`config.mk`:
```
export PLATFORM = sky130hd
export DESIGN_NAME = mem
export DESIGN_NICKNAME = d
export VERILOG_FILES = /design/src/common/secv_pkg.sv /design/src/hw/mem/mem.sv /design/src/hw/mem/mtag_chk.sv
export SDC_FILE = /design/constraint.sdc
export NUM_CORES = 1
export LEC_CHECK = 0
export BUFFER_PORTS_ARGS = -buffer_cell sky130_fd_sc_hd__buf_2
export CORE_AREA = 2 2 150 152
export CTS_CLUSTER_SIZE = 16
export DETAILED_ROUTE_END_ITERATION = 12
export DIE_AREA = 0 0 152 154
export MAX_ROUTING_LAYER = met4
export PLACE_DENSITY = 0.48
export RECOVER_POWER = 50
export SYNTH_ARGS = -nofsm -noshare
export SYNTH_HDL_FRONTEND = slang
export SYNTH_SLANG_ARGS = --single-unit
```
`constraint.sdc`:
```
create_clock -name clk_i -period 1.2 [get_ports clk_i]
set_input_delay 0.12 -clock clk_i [delete_from_list [all_inputs] [get_ports clk_i]]
set_output_delay 0.12 -clock clk_i [all_outputs]
set_load 0.1 [all_outputs]
```
`src/common/secv_pkg.sv`:
```
// Shared widths, memory opcodes and bus structs for the tagged memory unit, used by scoped names
package secv_pkg;

    // Data memory
    localparam int XLEN      = 64;
    localparam int ADR_WIDTH = 8;
    localparam int SEL_WIDTH = 8;

    // Tag memory
    localparam int TLEN       = 16;
    localparam int TADR_WIDTH = 16;
    localparam int TSEL_WIDTH = 2;

    // Pointer tag sits in the upper bits of the address operand
    localparam int PTAG_LSB = 48;

    // Memory opcodes, codes 11 to 15 are illegal
    typedef enum logic [3:0] {
        MEM_OP_LB  = 4'd0,
        MEM_OP_LH  = 4'd1,
        MEM_OP_LW  = 4'd2,
        MEM_OP_LD  = 4'd3,
        MEM_OP_LBU = 4'd4,
        MEM_OP_LHU = 4'd5,
        MEM_OP_LWU = 4'd6,
        MEM_OP_SB  = 4'd7,
        MEM_OP_SH  = 4'd8,
        MEM_OP_SW  = 4'd9,
        MEM_OP_SD  = 4'd10
    } mem_op_t;

    // Function unit request, held by the caller until rdy
    typedef struct packed {
        logic            ena;
        mem_op_t         op;
        logic [XLEN-1:0] src1;
        logic [XLEN-1:0] src2;
    } funit_in_t;

    typedef struct packed {
        logic            rdy;
        logic            err;
        logic [XLEN-1:0] res;
        logic            res_wb;
    } funit_out_t;

    // Wishbone-style data bus
    typedef struct packed {
        logic                 cyc;
        logic                 stb;
        logic [SEL_WIDTH-1:0] sel;
        logic [ADR_WIDTH-1:0] adr;
        logic                 we;
        logic [XLEN-1:0]      dat;
    } dmem_req_t;

    typedef struct packed {
        logic [XLEN-1:0] dat;
        logic            ack;
    } dmem_rsp_t;

    // Tag bus, read only
    typedef struct packed {
        logic                  cyc;
        logic                  stb;
        logic [TSEL_WIDTH-1:0] sel;
        logic [TADR_WIDTH-1:0] adr;
    } tmem_req_t;

    typedef struct packed {
        logic [TLEN-1:0] dat;
        logic            ack;
    } tmem_rsp_t;

    // Side port for tag writes
    typedef struct packed {
        logic                 we;
        logic [ADR_WIDTH-1:0] adr;
        logic [TLEN-1:0]      dat;
    } tag_wr_t;

    function automatic funit_out_t funit_out_default();
        funit_out_t out;
        out = '0;
        return out;
    endfunction

endpackage
```
`src/hw/mem/mem.sv`:
```
// Memory function unit that checks the pointer tag, then performs the load or store access
`timescale 1ns/1ps

module mem (
    input  logic                   clk_i,
    input  logic                   rst_i,
    input  secv_pkg::funit_in_t    fu_i,
    output secv_pkg::funit_out_t   fu_o,
    output logic                   tag_err_o,
    output secv_pkg::dmem_req_t    dmem_o,
    input  secv_pkg::dmem_rsp_t    dmem_i,
    output secv_pkg::tmem_req_t    tmem_o,
    input  secv_pkg::tmem_rsp_t    tmem_i
);

    localparam int XLEN = secv_pkg::XLEN;

    logic                           legal;
    logic                           load;
    logic [secv_pkg::SEL_WIDTH-1:0] sel;
    logic [XLEN-1:0]                st_dat;
    logic [XLEN-1:0]                ld_dat;

    logic tchk_done;
    logic tchk_err;
    logic tag_err;
    logic access;

    // Tag check runs only for legal opcodes
    mtag_chk mtag_chk0 (
        .clk_i  (clk_i),
        .rst_i  (rst_i),
        .ena_i  (fu_i.ena && legal),
        .adr_i  (fu_i.src1),
        .done_o (tchk_done),
        .err_o  (tchk_err),
        .tmem_o (tmem_o),
        .tmem_i (tmem_i)
    );

    // Opcode decode, store lane placement and load extension
    always_comb begin : decode
        legal  = 1'b1;
        load   = 1'b0;
        sel    = '0;
        st_dat = '0;
        ld_dat = '0;

        case (fu_i.op)
            secv_pkg::MEM_OP_LB: begin
                sel    = 8'h01;
                load   = 1'b1;
                ld_dat = {{(XLEN-8){dmem_i.dat[7]}}, dmem_i.dat[7:0]};
            end
            secv_pkg::MEM_OP_LH: begin
                sel    = 8'h03;
                load   = 1'b1;
                ld_dat = {{(XLEN-16){dmem_i.dat[15]}}, dmem_i.dat[15:0]};
            end
            secv_pkg::MEM_OP_LW: begin
                sel    = 8'h0f;
                load   = 1'b1;
                ld_dat = {{(XLEN-32){dmem_i.dat[31]}}, dmem_i.dat[31:0]};
            end
            secv_pkg::MEM_OP_LD: begin
                sel    = 8'hff;
                load   = 1'b1;
                ld_dat = dmem_i.dat;
            end
            secv_pkg::MEM_OP_LBU: begin
                sel         = 8'h01;
                load        = 1'b1;
                ld_dat[7:0] = dmem_i.dat[7:0];
            end
            secv_pkg::MEM_OP_LHU: begin
                sel          = 8'h03;
                load         = 1'b1;
                ld_dat[15:0] = dmem_i.dat[15:0];
            end
            secv_pkg::MEM_OP_LWU: begin
                sel          = 8'h0f;
                load         = 1'b1;
                ld_dat[31:0] = dmem_i.dat[31:0];
            end
            secv_pkg::MEM_OP_SB: begin
                sel         = 8'h01;
                st_dat[7:0] = fu_i.src2[7:0];
            end
            secv_pkg::MEM_OP_SH: begin
                sel          = 8'h03;
                st_dat[15:0] = fu_i.src2[15:0];
            end
            secv_pkg::MEM_OP_SW: begin
                sel          = 8'h0f;
                st_dat[31:0] = fu_i.src2[31:0];
            end
            secv_pkg::MEM_OP_SD: begin
                sel    = 8'hff;
                st_dat = fu_i.src2;
            end
            default: legal = 1'b0;
        endcase
    end

    assign tag_err = tchk_done && tchk_err;
    // Data access starts once the tag has matched
    assign access  = fu_i.ena && tchk_done && !tchk_err;

    always_comb begin
        dmem_o.cyc = access;
        dmem_o.stb = access;
        dmem_o.sel = sel;
        dmem_o.adr = fu_i.src1[secv_pkg::ADR_WIDTH-1:0];
        dmem_o.we  = access && !load;
        dmem_o.dat = st_dat;
    end

    always_comb begin
        fu_o      = secv_pkg::funit_out_default();
        tag_err_o = 1'b0;

        if (fu_i.ena) begin
            fu_o.rdy    = !legal || dmem_i.ack || tag_err;
            fu_o.err    = !legal || tag_err;
            fu_o.res    = ld_dat;
            fu_o.res_wb = load && dmem_i.ack;
            tag_err_o   = tag_err;
        end
    end

endmodule

```
`src/hw/mem/mtag_chk.sv`:
```
// Tag checker that reads the stored tag for an address and latches match or mismatch
`timescale 1ns/1ps

module mtag_chk (
    input  logic                          clk_i,
    input  logic                          rst_i,
    input  logic                          ena_i,
    input  logic [secv_pkg::XLEN-1:0]     adr_i,
    output logic                          done_o,
    output logic                          err_o,
    output secv_pkg::tmem_req_t           tmem_o,
    input  secv_pkg::tmem_rsp_t           tmem_i
);

    logic                      done_q;
    logic                      err_q;
    logic [secv_pkg::TLEN-1:0] ptag;

    assign ptag = adr_i[secv_pkg::XLEN-1:secv_pkg::PTAG_LSB];

    // Request stays up until the tag is back
    always_comb begin
        tmem_o.cyc = ena_i && !done_q;
        tmem_o.stb = ena_i && !done_q;
        tmem_o.sel = '1;
        tmem_o.adr = {{(secv_pkg::TADR_WIDTH - secv_pkg::ADR_WIDTH){1'b0}},
                      adr_i[secv_pkg::ADR_WIDTH-1:0]};
    end

    always_ff @(posedge clk_i) begin
        if (rst_i || !ena_i) begin
            done_q <= 1'b0;
            err_q  <= 1'b0;
        end else if (tmem_i.ack && !done_q) begin
            done_q <= 1'b1;
            // Mismatch when stored tag differs from pointer tag
            err_q  <= (tmem_i.dat != ptag);
        end
    end

    assign done_o = done_q;
    assign err_o  = err_q;

endmodule

```
Yosys cells after proc, flatten, opt, wreduce, memory -nomap -nowiden
Index checks and enable logic that the tools add are counted.
{"block": "classes", "n_lt_le_gt_ge": 0, "bitwise_logic": 0, "div_mod_pow": 0, "eq_ne": 11, "n_reduce_logical": 29, "addsub": 0, "n_mux": 13, "n_mul": 0, "shifts": 0}
{"operator": "32-bit one-hot mux with 4 select lines", "n": 1}
{"operator": "67-bit two-way mux", "n": 1}
{"operator": "16-bit one-hot mux with 3 select lines", "n": 1}
{"operator": "32-bit two-way mux", "n": 1}
{"operator": "8-bit one-hot mux with 4 select lines", "n": 1}
{"operator": "8-bit two-way mux", "n": 3}
{"operator": "4-bit by 3-bit equality test with 1-bit output, second input constant", "n": 4}
{"operator": "16-bit two-way mux", "n": 1}
{"operator": "16-bit != test", "n": 1}
{"operator": "8-bit one-hot mux with 2 select lines", "n": 1}
{"operator": "3-bit OR reduction", "n": 5}
{"operator": "4-bit equality test, second input constant", "n": 3}
{"operator": "11-bit OR reduction", "n": 1}
{"operator": "4-bit by 2-bit equality test with 1-bit output, second input constant", "n": 2}
{"operator": "1-bit logical AND", "n": 8}
{"operator": "7-bit OR reduction", "n": 1}
{"operator": "1-bit zero test", "n": 5}
{"operator": "5-bit OR reduction", "n": 1}
{"operator": "4-bit by 1-bit equality test with 1-bit output, second input constant", "n": 1}
{"operator": "4-bit zero test", "n": 1}
{"operator": "1-bit logical OR", "n": 4}
{"operator": "2-bit OR reduction", "n": 2}
{"operator": "4-bit OR reduction", "n": 1}
{"operator": "1-bit two-way mux", "n": 3}
{"block": "totals", "out_inout_bits": 171, "mem_bits_ro": 0, "ramBits": 0, "latchBits": 0, "elab_cells": 55, "memories": 0, "reg_bits": 2}

Logic depth before layout (Yosys ltp)
{"block": "depth", "word_depth": 7, "mapped_depth": 6}

Modules after synthesis
Synthesis repeated with hierarchy kept, for this count alone.
{"block": "unflattened", "cells_unflattened": 316, "hier_area_um2": 2098.3}
{"module": "mem", "seq_area_each_um2": 0.0, "n_inst": 1, "cells_per_inst": 266, "area_per_inst_um2": 1700.4}
{"module": "mtag_chk", "seq_area_each_um2": 40.0, "n_inst": 1, "cells_per_inst": 50, "area_per_inst_um2": 397.9}

Worst setup path before layout
Ideal clock, no wire load.
{"block": "synth_timing", "path_type": "input-to-output", "startpoint": "input port fu_i[128] in the netlist's numbering", "endpoint": "output port tmem_o[19] in the netlist's numbering", "path_stages": 6, "setup_slack_ns": -2.848, "n_path_buf": 2, "arrival_ns": 3.928, "path_cell_list": "buf_6 and2_1 o21ai_1 nand2_1 nor2_1 buf_4"}
{"item": "start, declared", "line": "mem.sv:7", "rtl": "input secv_pkg::funit_in_t fu_i,"}
{"item": "end, declared", "line": "mem.sv:12", "rtl": "output secv_pkg::tmem_req_t tmem_o,"}

==> results.txt <==
The flow ran to the end, but the final reports show violations. The checks that failed: negative setup slack. Data on the critical path arrives at its endpoint at 1.50 ns. Number of primary I/O pins: 388. Cell internal power was estimated by the tool at 1730 uW. The clock period minus worst slack was 1.62 ns.

In the post-synthesis netlist, the cell with the most instances is sky130_fd_sc_hd__nand2_1. The die outline height is 154 um. Wires add up to 13.6 mm. The final count of hold timing violations is 0, and the largest fanout on the critical path is 32. The sum of met3 wire segment lengths after detailed routing is 792 um.

The overall die width was 152 um; the share of final-layout standard cells stronger than drive strength 1 was 0.872. Type of the worst min-delay path: input port to register. The commonest cells after synthesis are sky130_fd_sc_hd__nand2_1, sky130_fd_sc_hd__and3_1, sky130_fd_sc_hd__buf_4, sky130_fd_sc_hd__and2_1, sky130_fd_sc_hd__a21oi_2. For the power share of the sequential group, the log shows 0.020. The critical path starts at fu_i[128]. The tools report the element type at the critical path start as an input port. Dividing the detail-routed wire length by the instance count gives 14.6 um.

The tools report the worst hold-check slack as 0.0858 ns. By startpoint and endpoint, the worst setup path is classified as input port to output port. Detailed routing inserted a total of 3,466 vias.

The run gives 3,519 as the number of global-route vias before repair. Setup repair after global routing could not meet its margin everywhere. For this run the aggregate overflow at the end of global routing stands at 0.

Traced cell by cell, the critical path runs through buf_8, buf_6, mux2i_4, nor4_4, buf_4, a31oi_4, buf_12, a21oi_2, buf_12. Summed over all cells, the static leakage comes to 0.00314 uW. The uppermost signal routing layer after detailed routing was met4. The tools report the capturing element type of the critical path as an output port. The global-route usage over all layers is 0.114.

Yosys mapped a number of flops with a built-in enable equal to 0. The number of antenna violations at the first check in global routing was 0; the post-route clock period utilization was 1.35. Timing would allow up to 616 MHz.

The worst setup slack after layout came out at -0.423 ns. The synthesized flop and latch total works out to 2. Endpoint of the worst-slack reg-to-reg timing path: mtag_chk0.err_o.

The number of setup violations in the final report came out at 143. The area growth from synthesis to layout is 289%. TritonCTS created 3 clock buffers. The highest-delay cell along the critical path is sky130_fd_sc_hd__buf_12. The longest clock path from root to sink contains 2 buffers.

In this run the register-to-register setup slack is 0.15 ns. The fraction of power consumed by combinational cells is 0.840. The number of port buffers was 313; the die footprint was 23,400 sq um. The routability congestion estimate is 0.775.

On the final layout, the worst clock skew is 0.000381 ns. The worst register-to-register path has a depth of 5. The worst IR drop on VDD is 0.699 mV. The detailed router put a total of 5.47 mm of wire on met1. For the final layout net count, the log shows 875. By instance count, the cell type seen most on the critical path is sky130_fd_sc_hd__buf_12.

Remaining design rule violation count: 0. Final-report max-slew violation count: 0. The max-capacitance violation count came out at 0.

The worst stage delay on the critical path is 0.27 ns. The cell type with the largest total area after synthesis was sky130_fd_sc_hd__a21oi_2. Row generation in the floorplan step produced 54 rows.

The design draws 3620 uW. The initial core utilization was 0.0919. Residual antenna-violating net count after detailed routing: 0.

The fraction of synthesis flops using an asynchronous set or reset pin was 0. The origin of the critical flop-to-flop path is mtag_chk0.done_o. The cell count after synthesis came out at 315. For this run, the leading register cell type out of synthesis is sky130_fd_sc_hd__dfxtp_1. Entering global routing, the biggest net connects 34 pins. In this run, post-CTS hold repair placed 0 buffers.

The run gives 0.140 as the relative contribution of the clock network to total power. The post-detailed-placement half-perimeter wirelength is 11.2 mm. In this run, the number of DRC markers left after iteration 0 of detailed routing was 124.

The global-route wire length before repair is 20.7 mm. The cell sitting at the root of the clock tree is a sky130_fd_sc_hd__clkbuf_16. Area share of the largest cell type after synthesis: 0.132. In this run the power density over the cells is 467 nW/um^2.

The clock transition time at the flip-flop clock pins of the worst setup and hold paths was 0.03 ns; the clock network latency to the later pin of the worst-skew pair was 0.22 ns. The deepest level of the CTS H-tree came out at 1. In this run, distinct cell masters in the synthesized netlist total 36. The core region is 21,700 sq um. The number of antenna diodes in the final layout is 0. During synthesis, Yosys emitted a total of 0 warnings. TritonCTS built the clock tree. The mean area per synthesized cell was 6.33 sq um. STA puts the critical path data required time at 1.08 ns.

The logs give 2 for the clock net sink count and 1990 sq um for the cell area after synthesis. By area the synthesized netlist is led by sky130_fd_sc_hd__a21oi_2, sky130_fd_sc_hd__and3_1, sky130_fd_sc_hd__buf_4, sky130_fd_sc_hd__and2_1, sky130_fd_sc_hd__nand2_1. The analysis attributes to net switching a power of 1890 uW. Following the worst setup path forward leads to its endpoint at fu_o[38]. The fraction of power spent switching nets was 0.522.

The portion of the post-synthesis area used by sequential elements is 0.0201, and the average via count per standard cell is 3.70. The detailed-router iteration count before antenna repair was 4; the detailed route wirelength on metal2 was 7.32 mm. The run gives -0.737 ns as the pre-CTS setup slack.
## layer usage
layer / vias up / GRT usage
met3: 5 / 0.0147
met5: - / -
met2: 162 / 0.207
met1: 1594 / 0.139
met4: 0 / 0.00979
li1: 1705 / -
## timing repair
| item | CTS | global route |
|---|---|---|
| pin swaps | 55 | 20 |
| cloned | 7 | 0 |
| endpoints found under the hold margin | 0 | 0 |
| endpoints found under the setup margin | 144 | 145 |
| setup buffers | 23 | 0 |
| resized for setup | 99 | 2 |
## area by class of cell
| cell class | count | area, sq um |
|---|---|---|
| inverters | 4 | 15.0 |
| multi-input cells | 260 | 2460 |
| fillers | 2106 | 13900 |
| well taps | 280 | 350 |
| repair buffers | 387 | 4800 |
| flip-flops and latches | 2 | 42.5 |
| clock buffers | 3 | 75.1 |
## per-stage QoR
stage / TNS [ns] / instance area (sq um) / cells / util
detailed placement: -55.27 / 6910 / 905 / 0.319
finish: -32.16 / 7750 / 936 / 0.357
CTS: -34.90 / 7750 / 936 / 0.357
global placement: -54.66 / 6910 / 905 / 0.319
global route: -40.57 / 7750 / 936 / 0.357
floorplan: -45.31 / 2780 / 323 / -
## cells by family after synthesis
kind of cell	share of synthesized area
XOR/XNOR	0.0703
buffers and inverters	0.201
other	0.00377
flip-flops	0.0201
AO/OA/AOI/OAI	0.263
AND/OR/NAND/NOR	0.436
multiplexers	0.00502
## worst min-delay path by stage
stage,end,slack (ns),cells past startpoint,from
floorplan,mtag_chk0.done_o,0.20,1,rst_i
global placement,dmem_o[65],0.24,0,fu_i[64]
detailed placement,dmem_o[65],0.24,0,fu_i[64]
CTS,mtag_chk0.done_o,0.09,2,rst_i
global route,mtag_chk0.done_o,0.1,2,rst_i
finish,mtag_chk0.done_o,0.09,2,rst_i
## registers in the layout, indices dropped and copies added (netlist names)
register          count
mtag_chk0.done_o      1
mtag_chk0.err_o       1
## power by group through the flow
stage | registers [uW] | clock network (uW) | logic (uW)
after floorplan | 73.2 | 0 | 1960
after global placement | 72.5 | 0 | 2770
after detailed placement | 72.7 | 0 | 2770
after CTS | 72.4 | 515 | 3070
after global routing | 72.7 | 515 | 3160
final | 72.4 | 507 | 3040
## worst max-delay path: cells and delay by family
| family | cells | cell delay, ns |
|---|---|---|
| simple gates | 1 | 0.04 |
| buf+inv | 5 | 0.79 |
| compound gates | 2 | 0.28 |
| mux | 1 | 0.23 |
## placed cells by master, fill, tap and decap left out, types with 2 or more instances in the layout
cell / instances
sky130_fd_sc_hd__nor2_1: 2
sky130_fd_sc_hd__inv_1: 3
sky130_fd_sc_hd__clkbuf_16: 3
sky130_fd_sc_hd__nor2_4: 22
sky130_fd_sc_hd__buf_12: 162
sky130_fd_sc_hd__buf_16: 7
sky130_fd_sc_hd__dfxtp_2: 2
sky130_fd_sc_hd__a21o_4: 2
sky130_fd_sc_hd__nand4_1: 3
sky130_fd_sc_hd__nor3_4: 3
sky130_fd_sc_hd__a21oi_4: 24
sky130_fd_sc_hd__xnor2_1: 16
sky130_fd_sc_hd__nand2_4: 2
sky130_fd_sc_hd__buf_4: 22
sky130_fd_sc_hd__conb_1: 10
sky130_fd_sc_hd__nand2_1: 40
sky130_fd_sc_hd__and3_4: 41
sky130_fd_sc_hd__a21oi_2: 32
sky130_fd_sc_hd__buf_8: 5
sky130_fd_sc_hd__a21oi_1: 2
sky130_fd_sc_hd__nand2_2: 4
sky130_fd_sc_hd__o21bai_4: 2
sky130_fd_sc_hd__buf_6: 27
sky130_fd_sc_hd__buf_2: 164
sky130_fd_sc_hd__and2_4: 34
Power figures use the tool's default switching activity.
